$ cat src/hdl/alu_pkg.sv
package alu_pkg;

  localparam int reg_w  = 64;
  localparam int imm_w  = 16;
  localparam int op_w   = 5;
  localparam int mode_w = 2;

  // immediate form is the register form with bit 0 set
  localparam logic [op_w-1:0] op_add   = 5'd0;
  localparam logic [op_w-1:0] op_addi  = 5'd1;
  localparam logic [op_w-1:0] op_sub   = 5'd2;
  localparam logic [op_w-1:0] op_subi  = 5'd3;
  localparam logic [op_w-1:0] op_adc   = 5'd4;
  localparam logic [op_w-1:0] op_adci  = 5'd5;
  localparam logic [op_w-1:0] op_sbb   = 5'd6;
  localparam logic [op_w-1:0] op_sbbi  = 5'd7;
  localparam logic [op_w-1:0] op_and   = 5'd8;
  localparam logic [op_w-1:0] op_andi  = 5'd9;
  localparam logic [op_w-1:0] op_or    = 5'd10;
  localparam logic [op_w-1:0] op_ori   = 5'd11;
  localparam logic [op_w-1:0] op_xor   = 5'd12;
  localparam logic [op_w-1:0] op_xori  = 5'd13;
  localparam logic [op_w-1:0] op_sll   = 5'd14;
  localparam logic [op_w-1:0] op_slli  = 5'd15;
  localparam logic [op_w-1:0] op_mov   = 5'd16;
  localparam logic [op_w-1:0] op_movi  = 5'd17;
  localparam logic [op_w-1:0] op_cmp   = 5'd18;
  localparam logic [op_w-1:0] op_cmpi  = 5'd19;
  localparam logic [op_w-1:0] op_test  = 5'd20;
  localparam logic [op_w-1:0] op_testi = 5'd21;

  localparam logic [mode_w-1:0] mode_8  = 2'd0;
  localparam logic [mode_w-1:0] mode_16 = 2'd1;
  localparam logic [mode_w-1:0] mode_32 = 2'd2;
  localparam logic [mode_w-1:0] mode_64 = 2'd3;

  localparam int flag_cf = 0;
  localparam int flag_pf = 2;
  localparam int flag_af = 4;
  localparam int flag_zf = 6;
  localparam int flag_sf = 7;
  localparam int flag_of = 11;

  localparam int queue_depth = 4;
  localparam int out_credits = 2;
  localparam int qptr_w      = $clog2(queue_depth);
  localparam int qcnt_w      = $clog2(queue_depth + 1);
  localparam int ocred_w     = $clog2(out_credits + 1);

  typedef struct packed {
    logic [reg_w-flag_of-2:0]   rsvd_hi;
    logic                       of;
    logic [flag_of-flag_sf-2:0] rsvd_10_8;
    logic                       sf;
    logic                       zf;     // sits right below sf
    logic [flag_zf-flag_af-2:0] rsvd_5;
    logic                       af;
    logic [flag_af-flag_pf-2:0] rsvd_3;
    logic                       pf;
    logic [flag_pf-flag_cf-2:0] rsvd_1;
    logic                       cf;
  } eflags_s;

  typedef union packed {
    logic [reg_w-1:0] raw;
    eflags_s          f;
  } eflags_u;

endpackage

$ cat src/hdl/op_queue.sv
`timescale 1ns/10ps

module op_queue
  import alu_pkg::*;
(
  input  logic              clk,
  input  logic              arst_n,
  input  logic              op_valid,
  input  logic [op_w-1:0]   opcode,
  input  logic [mode_w-1:0] mode,
  input  logic [reg_w-1:0]  s,
  input  logic [reg_w-1:0]  t,
  input  logic [imm_w-1:0]  imm,
  input  logic              pop,
  output logic              op_credit,
  output logic              empty,
  output logic [op_w-1:0]   q_opcode,
  output logic [mode_w-1:0] q_mode,
  output logic [reg_w-1:0]  q_s,
  output logic [reg_w-1:0]  q_t,
  output logic [imm_w-1:0]  q_imm
);

  logic [op_w-1:0]   opcode_mem [queue_depth];
  logic [mode_w-1:0] mode_mem   [queue_depth];
  logic [reg_w-1:0]  s_mem      [queue_depth];
  logic [reg_w-1:0]  t_mem      [queue_depth];
  logic [imm_w-1:0]  imm_mem    [queue_depth];

  logic [qptr_w-1:0] wr_ptr;
  logic [qptr_w-1:0] rd_ptr;
  logic [qcnt_w-1:0] count;

  function automatic logic [qptr_w-1:0] next_ptr(input logic [qptr_w-1:0] p);
    return (p == qptr_w'(queue_depth - 1)) ? '0 : p + 1'b1;
  endfunction

  // producer only sends while holding a credit, so no full check
  always_ff @(posedge clk) begin
    if (op_valid) begin
      opcode_mem[wr_ptr] <= opcode;
      mode_mem[wr_ptr]   <= mode;
      s_mem[wr_ptr]      <= s;
      t_mem[wr_ptr]      <= t;
      imm_mem[wr_ptr]    <= imm;
    end
  end

  always_ff @(posedge clk or negedge arst_n) begin
    if (!arst_n) begin
      wr_ptr    <= '0;
      rd_ptr    <= '0;
      count     <= '0;
      op_credit <= 1'b0;
    end else begin
      if (op_valid)
        wr_ptr <= next_ptr(wr_ptr);
      if (pop)
        rd_ptr <= next_ptr(rd_ptr);
      case ({op_valid, pop})
        2'b10:   count <= count + 1'b1;
        2'b01:   count <= count - 1'b1;
        default: count <= count;
      endcase
      op_credit <= pop;   // one credit back per released entry
    end
  end

  assign empty    = (count == '0);
  assign q_opcode = opcode_mem[rd_ptr];
  assign q_mode   = mode_mem[rd_ptr];
  assign q_s      = s_mem[rd_ptr];
  assign q_t      = t_mem[rd_ptr];
  assign q_imm    = imm_mem[rd_ptr];

endmodule

$ cat src/hdl/arith_unit.sv
`timescale 1ns/10ps

module arith_unit
  import alu_pkg::*;
(
  input  logic [op_w-1:0]   opcode,
  input  logic [mode_w-1:0] mode,
  input  logic [reg_w-1:0]  s,
  input  logic [reg_w-1:0]  t_sel,
  input  eflags_u           flags_in,
  output logic [reg_w-1:0]  d,
  output eflags_u           flags_out
);

  logic [op_w-2:0]          base;
  logic                     use_cf;
  logic                     negate;
  logic                     is_cmp;
  logic [reg_w-1:0]         t_cf;
  logic [reg_w-1:0]         t_op;
  logic [reg_w:0]           sum;
  logic [reg_w:0]           carries;
  logic [$clog2(reg_w)-1:0] top;
  logic [reg_w-1:0]         mask;
  logic [reg_w-1:0]         res;
  logic                     s_msb;
  logic                     t_msb;
  logic                     r_msb;

  assign base   = opcode[op_w-1:1];
  assign use_cf = (base == op_adc[op_w-1:1]) || (base == op_sbb[op_w-1:1]);
  assign is_cmp = (base == op_cmp[op_w-1:1]);
  assign negate = (base == op_sub[op_w-1:1]) || (base == op_sbb[op_w-1:1]) || is_cmp;

  // sbb folds the carry in before negating
  assign t_cf = t_sel + {{(reg_w-1){1'b0}}, use_cf & flags_in.f.cf};
  assign t_op = negate ? ~t_cf + 1'b1 : t_cf;
  assign sum  = {1'b0, s} + {1'b0, t_op};

  // carry into each bit position
  assign carries = sum ^ {1'b0, s} ^ {1'b0, t_op};

  always_comb begin
    case (mode)
      mode_8:  top = 6'd7;
      mode_16: top = 6'd15;
      mode_32: top = 6'd31;
      default: top = 6'd63;
    endcase
  end

  assign mask  = {reg_w{1'b1}} >> (6'd63 - top);
  assign res   = sum[reg_w-1:0] & mask;
  assign s_msb = s[top];
  assign t_msb = t_op[top];
  assign r_msb = res[top];

  always_comb begin
    flags_out.raw  = flags_in.raw;
    flags_out.f.of = (r_msb & ~s_msb & ~t_msb) | (~r_msb & s_msb & t_msb);
    flags_out.f.sf = r_msb;
    flags_out.f.zf = (res == '0);
    flags_out.f.af = 1'b0;
    flags_out.f.cf = carries[top + 1];  // out of the mode's top bit
    flags_out.f.pf = ~^res;
  end

  assign d = is_cmp ? '0 : res;

endmodule

$ cat src/hdl/logic_unit.sv
`timescale 1ns/10ps

module logic_unit
  import alu_pkg::*;
(
  input  logic [op_w-1:0]   opcode,
  input  logic [mode_w-1:0] mode,
  input  logic [reg_w-1:0]  s,
  input  logic [reg_w-1:0]  t_sel,
  input  eflags_u           flags_in,
  output logic [reg_w-1:0]  d,
  output eflags_u           flags_out
);

  logic [op_w-2:0]  base;
  logic             is_mov;
  logic             is_test;
  logic [reg_w-1:0] raw_res;
  logic [reg_w-1:0] res;
  logic             msb;

  assign base    = opcode[op_w-1:1];
  assign is_mov  = (base == op_mov[op_w-1:1]);
  assign is_test = (base == op_test[op_w-1:1]);

  always_comb begin
    case (base)
      op_and[op_w-1:1],
      op_test[op_w-1:1]: raw_res = s & t_sel;
      op_or[op_w-1:1]:   raw_res = s | t_sel;
      op_xor[op_w-1:1]:  raw_res = s ^ t_sel;
      op_sll[op_w-1:1]:  raw_res = s << t_sel[$clog2(reg_w)-1:0];
      op_mov[op_w-1:1]:  raw_res = t_sel;
      default:           raw_res = '0;
    endcase
  end

  // truncate and zero-extend
  always_comb begin
    case (mode)
      mode_8:  res = reg_w'(raw_res[7:0]);
      mode_16: res = reg_w'(raw_res[15:0]);
      mode_32: res = reg_w'(raw_res[31:0]);
      default: res = raw_res;
    endcase
  end

  always_comb begin
    case (mode)
      mode_8:  msb = raw_res[7];
      mode_16: msb = raw_res[15];
      mode_32: msb = raw_res[31];
      default: msb = raw_res[63];
    endcase
  end

  always_comb begin
    flags_out = flags_in;
    if (!is_mov) begin
      flags_out.f.of = 1'b0;
      flags_out.f.sf = msb;
      flags_out.f.zf = (res == '0);
      flags_out.f.af = 1'b0;
      flags_out.f.cf = 1'b0;
      flags_out.f.pf = ~^res;
    end
  end

  assign d = is_test ? '0 : res;

endmodule

$ cat src/hdl/alu_core.sv
`timescale 1ns/10ps

module alu_core
  import alu_pkg::*;
(
  input  logic              clk,
  input  logic              arst_n,
  input  logic              empty,
  input  logic [op_w-1:0]   q_opcode,
  input  logic [mode_w-1:0] q_mode,
  input  logic [reg_w-1:0]  q_s,
  input  logic [reg_w-1:0]  q_t,
  input  logic [imm_w-1:0]  q_imm,
  input  logic              res_credit,
  output logic              pop,
  output logic              res_valid,
  output logic [reg_w-1:0]  d,
  output logic [reg_w-1:0]  eflags
);

  logic [op_w-2:0]    base;
  logic               is_arith;
  logic [reg_w-1:0]   t_sel;
  logic [reg_w-1:0]   arith_d;
  logic [reg_w-1:0]   logic_d;
  eflags_u            arith_flags;
  eflags_u            logic_flags;
  eflags_u            flags_q;
  logic [ocred_w-1:0] credit_cnt;

  // odd opcodes take the immediate
  assign t_sel = q_opcode[0] ? {{(reg_w-imm_w){1'b0}}, q_imm} : q_t;
  assign base  = q_opcode[op_w-1:1];

  always_comb begin
    case (base)
      op_add[op_w-1:1],
      op_sub[op_w-1:1],
      op_adc[op_w-1:1],
      op_sbb[op_w-1:1],
      op_cmp[op_w-1:1]: is_arith = 1'b1;
      default:          is_arith = 1'b0;
    endcase
  end

  assign pop = !empty && (credit_cnt != '0);

  arith_unit u_arith (
    .opcode    (q_opcode),
    .mode      (q_mode),
    .s         (q_s),
    .t_sel     (t_sel),
    .flags_in  (flags_q),
    .d         (arith_d),
    .flags_out (arith_flags)
  );

  logic_unit u_logic (
    .opcode    (q_opcode),
    .mode      (q_mode),
    .s         (q_s),
    .t_sel     (t_sel),
    .flags_in  (flags_q),
    .d         (logic_d),
    .flags_out (logic_flags)
  );

  always_ff @(posedge clk) begin
    if (pop)
      d <= is_arith ? arith_d : logic_d;
  end

  always_ff @(posedge clk or negedge arst_n) begin
    if (!arst_n) begin
      res_valid  <= 1'b0;
      flags_q    <= '0;
      credit_cnt <= ocred_w'(out_credits);
    end else begin
      res_valid <= pop;
      if (pop)
        flags_q <= is_arith ? arith_flags : logic_flags;
      // spend on pop, refill on consumer credit
      case ({pop, res_credit})
        2'b10:   credit_cnt <= credit_cnt - 1'b1;
        2'b01:   credit_cnt <= credit_cnt + 1'b1;
        default: credit_cnt <= credit_cnt;
      endcase
    end
  end

  assign eflags = flags_q.raw;

endmodule

$ cat src/hdl/alu_top.sv
`timescale 1ns/10ps

module alu_top
  import alu_pkg::*;
(
  input  logic              clk,
  input  logic              arst_n,
  input  logic              op_valid,
  input  logic [op_w-1:0]   opcode,
  input  logic [mode_w-1:0] mode,
  input  logic [reg_w-1:0]  s,
  input  logic [reg_w-1:0]  t,
  input  logic [imm_w-1:0]  imm,
  input  logic              res_credit,
  output logic              op_credit,
  output logic              res_valid,
  output logic [reg_w-1:0]  d,
  output logic [reg_w-1:0]  eflags
);

  logic              pop;
  logic              empty;
  logic [op_w-1:0]   q_opcode;
  logic [mode_w-1:0] q_mode;
  logic [reg_w-1:0]  q_s;
  logic [reg_w-1:0]  q_t;
  logic [imm_w-1:0]  q_imm;

  op_queue u_queue (
    .clk       (clk),
    .arst_n    (arst_n),
    .op_valid  (op_valid),
    .opcode    (opcode),
    .mode      (mode),
    .s         (s),
    .t         (t),
    .imm       (imm),
    .pop       (pop),
    .op_credit (op_credit),
    .empty     (empty),
    .q_opcode  (q_opcode),
    .q_mode    (q_mode),
    .q_s       (q_s),
    .q_t       (q_t),
    .q_imm     (q_imm)
  );

  alu_core u_core (
    .clk        (clk),
    .arst_n     (arst_n),
    .empty      (empty),
    .q_opcode   (q_opcode),
    .q_mode     (q_mode),
    .q_s        (q_s),
    .q_t        (q_t),
    .q_imm      (q_imm),
    .res_credit (res_credit),
    .pop        (pop),
    .res_valid  (res_valid),
    .d          (d),
    .eflags     (eflags)
  );

endmodule

$ cat config.mk
export PLATFORM = sky130hd
export DESIGN_NAME = alu_top
export DESIGN_NICKNAME = d
export VERILOG_FILES = /design/src/hdl/alu_pkg.sv /design/src/hdl/op_queue.sv /design/src/hdl/arith_unit.sv /design/src/hdl/logic_unit.sv /design/src/hdl/alu_core.sv /design/src/hdl/alu_top.sv
export SDC_FILE = /design/constraint.sdc
export NUM_CORES = 2
export LEC_CHECK = 0
export BUFFER_PORTS_ARGS = -buffer_cell sky130_fd_sc_hd__clkbuf_2
export CAP_MARGIN = 20
export CORE_UTILIZATION = 35
export CTS_BUF_LIST = sky130_fd_sc_hd__clkbuf_4
export CTS_CLUSTER_SIZE = 10
export DETAILED_ROUTE_END_ITERATION = 8
export PLACE_DENSITY = 0.47
export SLEW_MARGIN = 20
export SYNTH_ARGS = -nofsm -noshare
export SYNTH_HDL_FRONTEND = slang
export SYNTH_HIERARCHICAL = 1
export SYNTH_SLANG_ARGS = --single-unit
$ cat constraint.sdc
create_clock -name clk -period 12.05 [get_ports clk]
set_clock_uncertainty 0.1 [all_clocks]
set_input_delay 1.205 -clock clk [delete_from_list [all_inputs] [get_ports clk]]
set_output_delay 1.205 -clock clk [all_outputs]
set_load 0.03 [all_outputs]
Yosys cells after proc, flatten, opt, wreduce, memory -nomap -nowiden
Memory sizes are Yosys's and may differ from the RTL's.
Index checks and enable logic that the tools add are counted.
Widths: inputs -> output; s select.
{ "word_totals": {"ff_bits": 80, "mem_bits_rw": 604, "input_bits": 155, "out_inout_bits": 130, "n_memories": 5} }
{ "memory_table": {"columns": ["memory", "words", "word_bits", "read_ports", "rd_clocked_by_memory_dff", "wr", "line_no", "source"], "rows": [
  ["u_queue.s_mem", 4, 64, 1, 0, 1, "op_queue.sv:26", "logic [reg_w-1:0] s_mem [queue_depth];"],
  ["u_queue.t_mem", 4, 64, 1, 0, 1, "op_queue.sv:27", "logic [reg_w-1:0] t_mem [queue_depth];"],
  ["u_queue.imm_mem", 4, 16, 1, 0, 1, "op_queue.sv:28", "logic [imm_w-1:0] imm_mem [queue_depth];"],
  ["u_queue.opcode_mem", 4, 5, 1, 0, 1, "op_queue.sv:24", "logic [op_w-1:0] opcode_mem [queue_depth];"],
  ["u_queue.mode_mem", 4, 2, 1, 0, 1, "op_queue.sv:25", "logic [mode_w-1:0] mode_mem [queue_depth];"]
]} }
{ "op_classes": {"addsub": 11, "magnitude_cmp": 2, "n_eq_ne": 19, "shift": 2, "mux": 28, "bitwise": 16, "reduce_logical": 18} }
{ "ops": {"columns": ["operator", "count"], "rows": [
  ["$mux 64", 5],
  ["$pmux 64 s5", 1],
  ["$pmux 64 s3", 1],
  ["$xor 65x64->65", 2],
  ["$and 64x64->64", 2],
  ["$logic_not 64->1", 2],
  ["$reduce_xnor 64->1", 2],
  ["$add 64x64->65", 1],
  ["$add 64x1->64", 1],
  ["$add 64x1->64 const B", 1],
  ["$not 64->64", 1],
  ["$or 64x64->64", 1],
  ["$shl 64x6->64", 1],
  ["$shr 64x6->64 const A", 1],
  ["$xor 64x64->64", 1],
  ["$bmux 1 s6", 3],
  ["$pmux 6 s3", 1],
  ["$eq 4x3->1 const B", 4],
  ["$eq 4x4->1 const B", 3],
  ["$mux 12", 1],
  ["$eq 2x2->1 const B", 5],
  ["$mux 1", 9],
  ["$eq 4x2->1 const B", 2],
  ["$lt 7x8->1 const B", 1],
  ["other kinds (28)", 44]
]} }

Logic depth before layout (Yosys ltp)
An unclocked memory read counts as a cell.
{ "depth": {"depth_word": 17, "mapped_depth": 39, "mapped_depth_nobuf": 33} }

Cells and area by module
Netlist, hierarchy kept.
{ "modules_own_cells": {"columns": ["mod", "n_inst", "cells_each", "area_each_um2"], "rows": [
  ["op_queue", 1, 827, 22193.8],
  ["arith_unit", 1, 1475, 9723.1],
  ["logic_unit", 1, 1097, 9364.0],
  ["alu_core", 1, 589, 7008.0]
]} }

Worst setup path before layout
OpenSTA, ideal clock, no wires.
{ "synth_timing": {"kind": "register to register", "from": "register u_queue.rd_ptr[0]", "to": "register u_core.flags_q, in the netlist u_core/eflags[2]", "arrival_time_ns": 8.544, "required_time_ns": 11.863, "setup_slack_ns": 3.319, "path_stages_with_launch": 38, "synth_period_minus_slack_ns": 8.731, "path_cell_list": "dfrtp_1 buf_6 buf_2 mux4_2 buf_2 buf_2 mux2_2 buf_2 nand4_2 or4_1 buf_2 or4b_4 a311oi_2 o2111ai_2 nor2_1 nand2_1 nor2_1 a31oi_1 (+2 left out) a21o_1 o21bai_1 nor2b_1 o21ai_0 a21oi_1 a2111oi_0 a211oi_1 o21a_1 o41ai_1 mux2i_1 ha_1 xor2_1 xnor2_1 xnor2_1 xnor2_1 xnor2_1 o2111ai_1 o211ai_1"} }
{ "synth_lines": {"columns": ["element", "line_no", "source"], "rows": [
  ["start, declared", "op_queue.sv:31", "logic [qptr_w-1:0] rd_ptr;"],
  ["start signal, assigned", "op_queue.sv:59", "rd_ptr <= next_ptr(rd_ptr);"],
  ["end signal, assigned", "alu_core.sv:81", "flags_q <= is_arith ? arith_flags : logic_flags;"],
  ["end, declared", "alu_core.sv:28", "eflags_u flags_q;"]
]} }

==> Flow_metrics.wiki <==
{| class="wikitable"
! Metric !! Value
|-
| Die span in x || 373 µm
|-
| Synth-to-layout area growth || 12.6%
|-
| Antenna violations before repair || 13
|-
| Post-layout minimum cycle time || 11.00 ns
|-
| Post-synthesis cell type with the largest combined area || edfxtp_1
|-
| Final antenna-violating net count || 0
|-
| Final Cycle Share || 91.3%
|-
| Final core area utilization || 39.9%
|-
| Required time of the critical path || around 13 ns
|-
| Crit-path max FO || 34
|-
| Setup tns final || 0 ns
|-
| I/O pin count || between 200 and 300
|-
| PortBufs || roughly 280
|-
| Wire length of the first global-routing pass || approximately 240 mm
|-
| Yosys cell types || between 100 and 150
|-
| DIE AREA || ~140000 µm²
|-
| Number of synthesized register bits || between 700 and 800
|-
| Top area cells in the synthesized netlist || edfxtp_1 (42%), mux4_2 (11%), ha_1 (7.1%), dfrtp_1 (3.8%), xnor2_1 (2.9%)
|-
| Total area of multi-input combinational cells || 23600 µm²
|-
| Number of violations of the max-capacitance limit || 0
|-
| Hold WC Path Type || in2reg
|-
| Kind of critical path || reg2reg
|-
| Number of endpoints with negative hold slack in the final report || 0
|-
| Cells after DPL || 5747
|-
| Achievable clock frequency || just over 90 MHz
|-
| Via count of the first global-routing pass || between 30000 and 40000
|-
| Number of inserted filler cells in the final layout || around 13000
|-
| Syn Nets || approximately 4400
|-
| Core Region || approximately 140000 µm²
|-
| Global placer's final weighted congestion || ~1
|-
| Startpoint class of the critical path || register
|-
| Area share of the largest cell type after synthesis || about two fifths
|-
| DR DRC count || 0
|-
| Number of core rows || approximately 140
|-
| Clock transition at path regs || approximately 0.060 ns
|-
| Critical-path cell with the highest stage delay || a2111oi_0
|-
| Post-cts gate resize count || 0
|-
| Clk_lat worst skew || roughly 1.2 ns
|-
| Die Height || between 300 and 400 µm
|-
| Synthesized-area fraction occupied by adder cells || approximately 7.2%
|-
| Drt initial violations || around 3300
|-
| Yosys warning count || 6
|-
| CTS max path bufs || 3
|-
| Fin cells || roughly 6200
|-
| Total clock sinks || about 740
|-
| Category of the worst setup path capture point || register
|-
| Fin nets || about 4700
|-
| Synth async-reset ratio || around a tenth
|-
| Data arrival time of the critical path || approximately 12 ns
|-
| Combined global-route utilization of all metal layers || approximately a quarter
|-
| Largest stage delay, worst path || 0.95 ns
|-
| Starting density of the core || between 30% and 40%
|-
| Most used DFF post-synth || edfxtp_1
|-
| Via/cell ratio || 5.68
|-
| Proportion of synthesized chip area in sequential cells || between 40% and 50%
|-
| Count of flip-flops with a built-in enable after synthesis || ~670
|-
| Post-Route WL || 169 mm
|-
| Clk Tree Root Cell || clkbuf_4
|-
| CTS tree || built
|-
| Xor/xnor cell area share of the yosys netlist || roughly 4.4%
|-
| Pre-antenna DRT Iters || 6
|-
| CTS Buf Count || a little under 200
|-
| Max Transition Viols Final || 0
|-
| GR Overflow Total || 0
|-
| Synthesized-area fraction occupied by and/or/nand/nor cells || approximately a tenth
|-
| Worst slew margin || around 23%
|-
| Number of cells produced by synthesis || 3988
|-
| Number of H-tree branching levels || 4
|-
| Largest net degree at the start of global routing || 110
|-
| Final setup viols || 0
|-
| Setup repair after global routing missed its margin || false
|-
| Count of vias placed by the detailed router || between 30000 and 40000
|-
| Hold slack || 0.236 ns
|-
| Hpwl dp || roughly 130 mm
|-
| Result of the run || finished clean
|-
| Area taken by flip-flops and latches || between 20000 and 25000 µm²
|-
| Actual slew at the worst max-slew pin || 1.15 ns
|-
| Complex-gate fraction of the synthesized area || 10.6%
|-
| Synthesized cell area || 48300 µm²
|-
| Proportion of layout cells with a drive suffix above 1 || 24.3%
|-
| Portion of netlist area occupied by mux cells || between 15 and 20%
|-
| Main combinational cell family by area after synthesis || multiplexers
|-
| Mean routed wirelength per cell || approximately 27 µm
|-
| Average cell area after synthesis || 12.1 µm²
|}
layout make-up:
type                    instances  area share, %
flip-flops and latches        743           40.4
clock inverters                53          0.631
diodes                         16         0.0736
well taps                    1781           4.10
inverters                     175           1.22
clock buffers                 281           3.88
multi-input cells            2696           43.5
repair buffers                495           6.27
cells in the mapped netlist (80+ instances only):
master and number:
a21oi_1 114, buf_4 122, clkbuf_1 125, edfxtp_1 668, ha_1 275, inv_1 172, mux2_2 82, mux4_2 228
nand2_1 352, nor2_1 197, nor2b_1 85, o21ai_0 91, xnor2_1 160, xor2_1 80
per-layer routing:
layer  vias up  track usage [%]  wire length [µm]
met4         6             8.51              5310
met5         -                0                39
met2      1464             34.6             73000
li1      16000                -                 -
met3       231             5.02             12100
met1     17800             34.7             78400
state kept, by name, summed over array words and instances (netlist names):
register	count
u_core/credit_cnt	2
u_core/d	64
u_core/eflags	64
u_core/res_valid	1
u_queue/count	3
u_queue/imm_mem	64
u_queue/mode_mem	8
u_queue/op_credit	1
u_queue/opcode_mem	20
u_queue/rd_ptr	2
u_queue/s_mem	256
u_queue/t_mem	256
u_queue/wr_ptr	2
critical path, delay by kind of cell, from the launching register on:
kind | cells | cell delay [ns]
buffers and inverters | 3 | 0.52
muxes | 3 | 1.61
AOI/OAI and AO/OA | 11 | 4.05
adders and majority gates | 4 | 1.73
DFF | 1 | 0.81
xor gates and xnor gates | 5 | 0.79
and+or+nand+nor | 4 | 1.15
final timing paths:
| path | slack [ns] | startpoint | cells past startpoint | to |
|---|---|---|---|---|
| max | 1.05 | u_queue/rd_ptr[1]$_DFFE_PN0P_ | 30 | u_core/eflags[2]$_DFFE_PN0P_ |
| max in group asynchronous | 10.24 | arst_n | 3 | u_queue/rd_ptr[1]$_DFFE_PN0P_ |
| min | 0.24 | t[53] | 1 | u_queue/t_mem[1][53]$_DFFE_PP_ |
| max reg2reg | 1.05 | u_queue/rd_ptr[1]$_DFFE_PN0P_ | 30 | u_core/eflags[2]$_DFFE_PN0P_ |
| min reg2reg | 0.38 | u_queue/count[2]$_DFFE_PN0P_ | 1 | u_queue/count[2]$_DFFE_PN0P_ |
| min in group asynchronous | 0.40 | arst_n | 2 | u_core/eflags[49]$_DFFE_PN0P_ |
cells by family after synthesis:
group                    after synthesis
XOR/XNOR                             240
buffers and inverters                549
flip-flops                           743
adder cells (fa/ha/maj)              277
multiplexers                         452
other                                  1
AO/OA/AOI/OAI                        710
AND/OR/NAND/NOR                     1016
repair_timing:
item / 4_1_cts / 5_1_grt
endpoints found under the hold margin: 571 / 0
hold buffers: 142 / 0
setup endpoints to repair: 0 / 0
buffers inserted: 0 / 0
per-stage QoR:
step	worst slack, ns	instance area [µm²]
after global placement	1.37	50400
after floorplan	3.32	48300
final	1.05	54400
after global routing	0.463	54400
after CTS	1.22	54300
after detailed placement	1.31	50400
placed cells by master (no fill, tap or decap), types with 33 or more instances in the layout:
cell / count
dfrtp_1: 72
buf_4: 67
dlygate4sd3_1: 142
nand3_1: 61
xnor2_1: 160
nand2_1: 352
nand4_1: 70
mux2_4: 58
nor2b_1: 84
and2_1: 33
mux2i_1: 77
o22ai_1: 39
nor3_1: 40
a21o_1: 52
inv_1: 169
mux4_2: 228
o2111ai_1: 68
clkbuf_2: 283
a21oi_1: 114
xor2_1: 80
o211ai_1: 74
clkbuf_4: 281
a221oi_1: 45
o221ai_1: 39
ha_1: 275
o21ai_0: 91
nor2_1: 196
mux2_2: 80
edfxtp_1: 668
Power is left out: the tool's default activity adds up to more than one toggle a clock period on the data nets, which glitch-free logic cannot reach.
